File: src/hw/phoenix_pkg.sv
`default_nettype none

package phoenix_pkg;

    // eight parallel hall bits plus the serial input
    localparam int SR_BITS = 9;

    // cycles a new input level has to hold
    localparam int DEGLITCH_COUNT = 125;

    // pwm timing in CLK25MHz cycles
    localparam int PWM_PERIOD = 250;
    localparam int PWM_MAX_ON = 245;

    localparam int PWM_MOTORS   = 4;
    localparam int HALL_MOTORS  = 5;
    localparam int DUTY_WIDTH   = 16;
    localparam int STATUS_WIDTH = 32;

    typedef struct packed {
        logic u;
        logic v;
        logic w;
    } hall_uvw_t;

    // index 0 is motor 1
    typedef hall_uvw_t [HALL_MOTORS-1:0] hall_bank_t;

    typedef struct packed {
        logic [DUTY_WIDTH-1:0] duty_a;
        logic [DUTY_WIDTH-1:0] duty_b;
        logic [DUTY_WIDTH-1:0] duty_c;
    } pwm_cmd_t;

    typedef struct packed {
        logic                   fault;
        logic                   fpga_int;
        logic [HALL_MOTORS-1:0] led;
        logic [HALL_MOTORS-1:0] sw_en;
    } host_ctrl_t;

    typedef enum logic [1:0] {
        SR_LOAD,
        SR_SHIFT_LOW,
        SR_SHIFT_HIGH,
        SR_DONE
    } sr_state_e;

endpackage

`default_nettype wire
File: src/hw/phoenix_top.sv
`timescale 1ns/10ps
`default_nettype none

module phoenix_top (
    input  logic                                                CLK25MHz,
    input  logic                                                rst,
    output logic                                                hall1_load_n,
    output logic                                                hall1_clk,
    input  logic                                                hall1_dout,
    output logic                                                hall2_load_n,
    output logic                                                hall2_clk,
    input  logic                                                hall2_dout,
    input  logic                                                gp_stop_n,
    input  logic                                                mod_sleep_n,
    input  logic [phoenix_pkg::PWM_MOTORS-1:0]                  motor_enc_a,
    input  logic [phoenix_pkg::PWM_MOTORS-1:0]                  motor_enc_b,
    input  logic [phoenix_pkg::HALL_MOTORS-1:0]                 motor_sw_flt_n,
    input  phoenix_pkg::pwm_cmd_t [phoenix_pkg::PWM_MOTORS-1:0] pwm_cmd,
    input  logic [phoenix_pkg::PWM_MOTORS-1:0]                  pwm_valid,
    input  logic                                                host_wr,
    input  phoenix_pkg::host_ctrl_t                             host_ctrl,
    output logic [phoenix_pkg::STATUS_WIDTH-1:0]                status_word,
    output logic [phoenix_pkg::PWM_MOTORS-1:0][2:0]             motor_pwm,
    output logic [phoenix_pkg::PWM_MOTORS-1:0][2:0]             motor_reset_n,
    output logic [phoenix_pkg::HALL_MOTORS-1:0]                 motor_sw_en,
    output logic [phoenix_pkg::HALL_MOTORS-1:0]                 motor_led,
    output logic                                                fpga_int
);

    logic [phoenix_pkg::SR_BITS-1:0] chip1_bits;
    logic [phoenix_pkg::SR_BITS-1:0] chip2_bits;
    logic chip1_valid;
    logic chip2_valid;
    logic gp_stop_filt_n;
    logic mod_sleep_filt_n;
    phoenix_pkg::hall_bank_t hall_bank;
    phoenix_pkg::host_ctrl_t ctrl;

    hall_sr_reader hall_chip_1 (
        .CLK25MHz   (CLK25MHz),
        .rst        (rst),
        .sr_dout    (hall1_dout),
        .sr_load_n  (hall1_load_n),
        .sr_clk     (hall1_clk),
        .bits       (chip1_bits),
        .bits_valid (chip1_valid)
    );

    hall_sr_reader hall_chip_2 (
        .CLK25MHz   (CLK25MHz),
        .rst        (rst),
        .sr_dout    (hall2_dout),
        .sr_load_n  (hall2_load_n),
        .sr_clk     (hall2_clk),
        .bits       (chip2_bits),
        .bits_valid (chip2_valid)
    );

    // chip bit index h=0 g=1 f=2 e=3 d=4 c=5 b=6 a=7 ser=8
    always_ff @(posedge CLK25MHz) begin
        if (rst) begin
            hall_bank <= '0;
        end else begin
            if (chip1_valid) begin
                hall_bank[0] <= '{u: chip1_bits[1], v: chip1_bits[2], w: chip1_bits[3]};
                hall_bank[1] <= '{u: chip1_bits[5], v: chip1_bits[6], w: chip1_bits[7]};
            end
            if (chip2_valid) begin
                hall_bank[2] <= '{u: chip2_bits[1], v: chip2_bits[2], w: chip2_bits[3]};
                hall_bank[3] <= '{u: chip2_bits[4], v: chip2_bits[5], w: chip2_bits[6]};
                // motor 5 spans ser, a and h
                hall_bank[4] <= '{u: chip2_bits[8], v: chip2_bits[7], w: chip2_bits[0]};
            end
        end
    end

    input_deglitch stop_filter (
        .CLK25MHz (CLK25MHz),
        .rst      (rst),
        .raw      (gp_stop_n),
        .filtered (gp_stop_filt_n)
    );

    input_deglitch sleep_filter (
        .CLK25MHz (CLK25MHz),
        .rst      (rst),
        .raw      (mod_sleep_n),
        .filtered (mod_sleep_filt_n)
    );

    for (genvar i = 0; i < phoenix_pkg::PWM_MOTORS; i++) begin : g_pwm
        pwm_phase_driver pwm_driver (
            .CLK25MHz       (CLK25MHz),
            .rst            (rst),
            .fault          (ctrl.fault),
            .cmd            (pwm_cmd[i]),
            .cmd_valid      (pwm_valid[i]),
            .pwm            (motor_pwm[i]),
            .driver_reset_n (motor_reset_n[i])
        );
    end

    board_io_regs io_regs (
        .CLK25MHz         (CLK25MHz),
        .rst              (rst),
        .host_wr          (host_wr),
        .host_ctrl        (host_ctrl),
        .hall             (hall_bank),
        .gp_stop_filt_n   (gp_stop_filt_n),
        .mod_sleep_filt_n (mod_sleep_filt_n),
        .enc_a            (motor_enc_a),
        .enc_b            (motor_enc_b),
        .sw_flt_n         (motor_sw_flt_n),
        .ctrl             (ctrl),
        .status_word      (status_word)
    );

    assign motor_sw_en = ctrl.sw_en;
    assign motor_led   = ctrl.led;
    assign fpga_int    = ctrl.fpga_int;

endmodule

`default_nettype wire

File: src/hw/board_io_regs.sv
`timescale 1ns/10ps
`default_nettype none

module board_io_regs (
    input  logic                                 CLK25MHz,
    input  logic                                 rst,
    input  logic                                 host_wr,
    input  phoenix_pkg::host_ctrl_t              host_ctrl,
    input  phoenix_pkg::hall_bank_t              hall,
    input  logic                                 gp_stop_filt_n,
    input  logic                                 mod_sleep_filt_n,
    input  logic [phoenix_pkg::PWM_MOTORS-1:0]   enc_a,
    input  logic [phoenix_pkg::PWM_MOTORS-1:0]   enc_b,
    input  logic [phoenix_pkg::HALL_MOTORS-1:0]  sw_flt_n,
    output phoenix_pkg::host_ctrl_t              ctrl,
    output logic [phoenix_pkg::STATUS_WIDTH-1:0] status_word
);

    logic [phoenix_pkg::STATUS_WIDTH-1:0] status_next;

    // motors stay in fault until the host clears it
    always_ff @(posedge CLK25MHz) begin
        if (rst) begin
            ctrl       <= '0;
            ctrl.fault <= 1'b1;
        end else if (host_wr) begin
            ctrl <= host_ctrl;
        end
    end

    always_comb begin
        status_next      = '0;
        status_next[0]   = gp_stop_filt_n;
        status_next[1]   = mod_sleep_filt_n;
        status_next[6:2] = sw_flt_n;
        // five bits per wheel motor with u at the lowest bit
        for (int m = 0; m < phoenix_pkg::PWM_MOTORS; m++) begin
            status_next[8 + 5 * m +: 5] = {enc_b[m], enc_a[m], hall[m].w, hall[m].v, hall[m].u};
        end
        status_next[30:28] = {hall[phoenix_pkg::HALL_MOTORS-1].w,
                              hall[phoenix_pkg::HALL_MOTORS-1].v,
                              hall[phoenix_pkg::HALL_MOTORS-1].u};
    end

    always_ff @(posedge CLK25MHz) begin
        status_word <= status_next;
    end

endmodule

`default_nettype wire

File: src/hw/pwm_phase_driver.sv
`timescale 1ns/10ps
`default_nettype none

module pwm_phase_driver (
    input  logic                  CLK25MHz,
    input  logic                  rst,
    input  logic                  fault,
    input  phoenix_pkg::pwm_cmd_t cmd,
    input  logic                  cmd_valid,
    output logic [2:0]            pwm,
    output logic [2:0]            driver_reset_n
);

    phoenix_pkg::pwm_cmd_t pending;
    phoenix_pkg::pwm_cmd_t active;
    logic [2:0][phoenix_pkg::DUTY_WIDTH-1:0] active_duty;
    logic [$clog2(phoenix_pkg::PWM_PERIOD)-1:0] period_cnt;
    logic period_wrap;
    logic armed;

    assign period_wrap = int'(period_cnt) == phoenix_pkg::PWM_PERIOD - 1;

    // phase a at index 0
    assign active_duty = {active.duty_c, active.duty_b, active.duty_a};

    always_ff @(posedge CLK25MHz) begin
        if (rst) begin
            period_cnt <= '0;
        end else if (period_wrap) begin
            period_cnt <= '0;
        end else begin
            period_cnt <= period_cnt + 1'b1;
        end
    end

    // a fault throws away both duties and disarms the driver
    always_ff @(posedge CLK25MHz) begin
        if (rst || fault) begin
            pending        <= '0;
            active         <= '0;
            armed          <= 1'b0;
            driver_reset_n <= '0;
        end else begin
            if (cmd_valid) begin
                pending <= cmd;
                armed   <= 1'b1;
            end
            if (period_wrap) begin
                active <= pending;
                if (armed) begin
                    driver_reset_n <= '1;
                end
            end
        end
    end

    // on time is min(duty, PWM_MAX_ON)
    always_ff @(posedge CLK25MHz) begin
        if (rst || fault) begin
            pwm <= '0;
        end else begin
            for (int p = 0; p < 3; p++) begin
                pwm[p] <= (int'(period_cnt) < int'(active_duty[p]))
                          && (int'(period_cnt) < phoenix_pkg::PWM_MAX_ON);
            end
        end
    end

endmodule

`default_nettype wire

File: src/hw/input_deglitch.sv
`timescale 1ns/10ps
`default_nettype none

module input_deglitch (
    input  logic CLK25MHz,
    input  logic rst,
    input  logic raw,
    output logic filtered
);

    logic [1:0] raw_sync;
    logic [$clog2(phoenix_pkg::DEGLITCH_COUNT)-1:0] run_cnt;

    always_ff @(posedge CLK25MHz) begin
        if (rst) begin
            raw_sync <= 2'b11;
            run_cnt  <= '0;
            filtered <= 1'b1;
        end else begin
            // two flops for the asynchronous board input
            raw_sync <= {raw_sync[0], raw};
            if (raw_sync[1] == filtered) begin
                run_cnt <= '0;
            end else if (int'(run_cnt) == phoenix_pkg::DEGLITCH_COUNT - 1) begin
                run_cnt  <= '0;
                filtered <= raw_sync[1];
            end else begin
                run_cnt <= run_cnt + 1'b1;
            end
        end
    end

endmodule

`default_nettype wire

File: src/hw/hall_sr_reader.sv
`timescale 1ns/10ps
`default_nettype none

module hall_sr_reader (
    input  logic                            CLK25MHz,
    input  logic                            rst,
    input  logic                            sr_dout,
    output logic                            sr_load_n,
    output logic                            sr_clk,
    output logic [phoenix_pkg::SR_BITS-1:0] bits,
    output logic                            bits_valid
);

    phoenix_pkg::sr_state_e state;
    logic [$clog2(phoenix_pkg::SR_BITS)-1:0] bit_cnt;
    logic [phoenix_pkg::SR_BITS-1:0] shift_reg;
    logic last_bit;

    assign last_bit = int'(bit_cnt) == phoenix_pkg::SR_BITS - 1;

    // load and clock outputs are registered along with the state
    always_ff @(posedge CLK25MHz) begin
        if (rst) begin
            state      <= phoenix_pkg::SR_DONE;
            bit_cnt    <= '0;
            sr_load_n  <= 1'b1;
            sr_clk     <= 1'b0;
            bits_valid <= 1'b0;
        end else begin
            sr_load_n  <= 1'b1;
            sr_clk     <= 1'b0;
            bits_valid <= 1'b0;
            case (state)
                phoenix_pkg::SR_LOAD: begin
                    state   <= phoenix_pkg::SR_SHIFT_LOW;
                    bit_cnt <= '0;
                end
                phoenix_pkg::SR_SHIFT_LOW: begin
                    // rising sr_clk shifts the next bit onto dout
                    state  <= phoenix_pkg::SR_SHIFT_HIGH;
                    sr_clk <= 1'b1;
                end
                phoenix_pkg::SR_SHIFT_HIGH: begin
                    if (last_bit) begin
                        state      <= phoenix_pkg::SR_DONE;
                        bits_valid <= 1'b1;
                    end else begin
                        state   <= phoenix_pkg::SR_SHIFT_LOW;
                        bit_cnt <= bit_cnt + 1'b1;
                    end
                end
                phoenix_pkg::SR_DONE: begin
                    state     <= phoenix_pkg::SR_LOAD;
                    sr_load_n <= 1'b0;
                end
            endcase
        end
    end

    // h arrives first and ends up at index 0
    always_ff @(posedge CLK25MHz) begin
        if (state == phoenix_pkg::SR_SHIFT_LOW) begin
            shift_reg <= {sr_dout, shift_reg[phoenix_pkg::SR_BITS-1:1]};
        end
        if (state == phoenix_pkg::SR_SHIFT_HIGH && last_bit) begin
            // hall sensors are active low on the chip inputs
            bits <= ~shift_reg;
        end
    end

endmodule

`default_nettype wire

File: config.mk
export PLATFORM = sky130hd
export DESIGN_NAME = phoenix_top
export DESIGN_NICKNAME = d
export VERILOG_FILES = /design/src/hw/phoenix_pkg.sv /design/src/hw/phoenix_top.sv /design/src/hw/board_io_regs.sv /design/src/hw/pwm_phase_driver.sv /design/src/hw/input_deglitch.sv /design/src/hw/hall_sr_reader.sv
export SDC_FILE = /design/constraint.sdc
export NUM_CORES = 1
export LEC_CHECK = 0
export BUFFER_PORTS_ARGS = -buffer_cell sky130_fd_sc_hd__clkbuf_2
export CAP_MARGIN = 30
export CORE_MARGIN = 2
export CORE_UTILIZATION = 55
export DETAILED_ROUTE_END_ITERATION = 10
export PLACE_DENSITY = 0.77
export SLEW_MARGIN = 40
export SYNTH_ARGS = -nofsm -noshare
export SYNTH_HDL_FRONTEND = slang
export SYNTH_HIERARCHICAL = 1
export SYNTH_SLANG_ARGS = --single-unit
File: constraint.sdc
create_clock -name CLK25MHz -period 2.1 [get_ports CLK25MHz]
set_clock_uncertainty 0.05 [all_clocks]
set_input_delay 0.105 -clock CLK25MHz [delete_from_list [all_inputs] [get_ports CLK25MHz]]
set_output_delay 0.105 -clock CLK25MHz [all_outputs]
set_load 0.01 [all_outputs]
==> impl_results.rst <==
.. list-table::
   :header-rows: 1

   * - Metric
     - Value
   * - Count of buffering cells on the critical path with inverters included
     - 0
   * - Routing usage on met3
     - 5.11%
   * - Initial antenna violation count
     - 1
   * - Vias per std cell
     - 5.30
   * - Largest net degree at the start of global routing
     - 64
   * - CTS tree
     - yes
   * - Busiest layer in global routing
     - met2
   * - Most frequent cell on the critical path
     - a31oi_1
   * - Number of global-route vias before repair
     - 18300
   * - Worst hold slack
     - 52.3 ps
   * - Worst endpoint data arrival time
     - 2330 ps
   * - Number of nets in the layout
     - 3136
   * - Final GP Congestion
     - 0.802
   * - Worst Reg-to-Reg Cells
     - 5
   * - Total negative setup slack
     - 0 ps
   * - Worst setup endpoint
     - g_pwm[1].pwm_driver/pwm[1]$_SDFF_PP0_
   * - Largest regs
     - g_pwm.pwm_driver/active: 192 flops, g_pwm.pwm_driver/pending: 192 flops, g_pwm.pwm_driver/period_cnt: 32 flops
   * - DRC violation total after the first TritonRoute iteration
     - 838
   * - Critical Path Fanout Max
     - 9
   * - Clock Latency Late Sink
     - roughly 600 ps
   * - Number of buffers created by CTS
     - 56
   * - Setup violators final
     - 0
   * - Endpoint required time on the critical path
     - 2570 ps
   * - Max Root-Sink Buffers
     - 3
   * - Floorplan Core Area
     - 39500 µm²
   * - Starting density of the core
     - 55.5%
   * - Remaining number of nets flagged by the antenna check after routing
     - 0
   * - Cell chain of the critical path
     - ha_1, a211o_1, a31oi_1, o211ai_1, a31oi_1
   * - Unrepaired setup endpoints after global routing
     - no
   * - Crit. Startpoint
     - g_pwm[1].pwm_driver/period_cnt[2]$_SDFF_PP0_
   * - Mean instance size in the synthesized netlist
     - 9.46 µm²
   * - CTS Sinks
     - 563
   * - Maxcap violations
     - 0
   * - Mean routed wirelength per cell
     - around 16 µm
   * - Cell count along the critical path
     - 5
   * - Period minus WS final
     - 1860 ps
   * - Critical Path Sink Type
     - register
   * - Endpoint of the worst-slack reg-to-reg timing path
     - g_pwm[1].pwm_driver/pwm[1]$_SDFF_PP0_
   * - Global-route met2 utilization
     - 47.3%
   * - Final Total Pwr
     - 23.1 mW
   * - Final clock period utilization by the worst path
     - 88.4%
   * - Type of the worst setup path
     - reg -> reg
   * - Total count of max-transition violations in the final report
     - 0
   * - Total via count after detailed routing
     - about 18000
   * - Remaining max-slew budget at the tightest pin
     - 59.7%
   * - Post-detailed-route DRC marker count
     - 0
   * - Min-delay worst type
     - in -> reg
   * - Least-Margin Pin Slew
     - 604 ps
   * - Routed wire length
     - 53.8 mm
   * - Global-route wire length before repair
     - just under 90 mm
   * - Placed cell area
     - 23700 µm²
   * - Fraction of final layout cells sized beyond drive strength 1
     - 15.6%
   * - Cell with the biggest individual delay on the critical path
     - dfxtp_1
   * - Status
     - completed
   * - Worst supply voltage drop on vdd
     - 0.000663 V
   * - Family of cells with the greatest summed delay on the critical path
     - compound AO/OA/AOI/OAI gates
   * - Delay of the slowest cell on the worst path
     - 610 ps
   * - Area grow syn2layout
     - 27.6%
   * - I/O pin total
     - 299
   * - Total power divided by cell area
     - between 800 and 900 nW/µm²
   * - Min-delay src
     - host_wr
   * - Met1 track utilization from global routing
     - 29.2%
   * - Height of the die
     - 204 µm
   * - Clock transition at path regs
     - 60 ps
   * - Die Wd
     - about 200 µm
   * - Gr ovfl total
     - 0
   * - Syn Std Cell Area
     - 21900 µm²
   * - # diodes
     - 0
   * - HPWL after detailed placement
     - between 30 and 40 mm
   * - Port-buffer cells
     - 296
   * - Setup slack, reg-to-reg
     - 240 ps
   * - Category of the worst setup path launch point
     - register
   * - First-pass iteration count of the detailed router
     - 5
   * - Post-layout utilization of the core
     - 70.8%
   * - Synthesis Warnings
     - 6
   * - Row count
     - 73
   * - Synthesized instance count
     - roughly 2300
   * - GRT Util Overall
     - 25.7%
   * - Root Driver
     - clkbuf_16
   * - Fmax
     - 539 MHz
   * - Die ar.
     - 41500 µm²
   * - # H-tree levels
     - 2
   * - Reg2reg start
     - g_pwm[1].pwm_driver/period_cnt[2]$_SDFF_PP0_
   * - Final Cell Area
     - 28000 µm²
   * - Leakage
     - roughly 11 nW
   * - Number of hold-slack violations in the final timing report
     - 0
==> worst min-delay path by stage <==
stage	end	depth (start not counted)
2_1_floorplan	io_regs/status_word[11]$_DFF_P_	0
3_3_place_gp	io_regs/status_word[26]$_DFF_P_	1
3_5_place_dp	io_regs/status_word[27]$_DFF_P_	1
4_1_cts	io_regs/ctrl[11]$_SDFFE_PP1P_	2
5_1_grt	io_regs/ctrl[11]$_SDFFE_PP1P_	2
6_report	io_regs/ctrl[11]$_SDFFE_PP1P_	2
==> final cells by class <==
cell class	instances	area, µm²
clock buffer	83	1670
clock inverter	23	290
fill	2786	11600
inverter	125	469
multi-input combinational	1497	9130
sequential	563	11600
tap	525	657
timing repair buffer	561	4170
==> power by group <==
part	leakage, nW	internal [mW]	switching [mW]
sequential	4.59	11.0	0.142
combinational	5.69	0.831	0.690
clock	0.967	6.27	4.24
total	11.3	18.0	5.07
==> routing by layer <==
metal	vias to the layer above	wire, µm
met4	2	1610
met2	502	27700
met5	-	13
met1	8535	21800
met3	138	2810
li1	8707	-
==> timing repair <==
action	CTS	global route
resized for setup	0	0
endpoints found under the hold margin	237	0
hold buffers	235	0
buffers inserted	0	0
==> worst register-to-register path, cell delays in order, from the launching register on <==
cell      delay [ps]
dfxtp_1          610
ha_1             340
a211o_1          290
a31oi_1          170
o211ai_1         150
a31oi_1          180
==> cells in the final DEF, fill, tap and decap left out, types with 15 or more instances in the layout <==
master,n
xnor2_1,18
mux2i_1,218
buf_4,22
clkbuf_16,57
dfxtp_1,531
nand2b_1,16
inv_1,125
nand2_1,408
ha_1,104
clkbuf_2,295
edfxtp_1,32
nor2_1,253
clkbuf_8,15
a21oi_1,214
nor4_1,26
o21ai_0,24
nand3_1,24
dlygate4sd3_1,235
nor3_1,33
a31oi_1,26
==> through the flow <==
stage / cells / setup WS [ps]
global route: 3377 / 60.4
floorplan: 2320 / 323
detailed placement: 3036 / 285
global placement: 3036 / 348
finish: 3377 / 244
CTS: 3377 / 271
No activity file was read; power rests on OpenSTA's default activity.
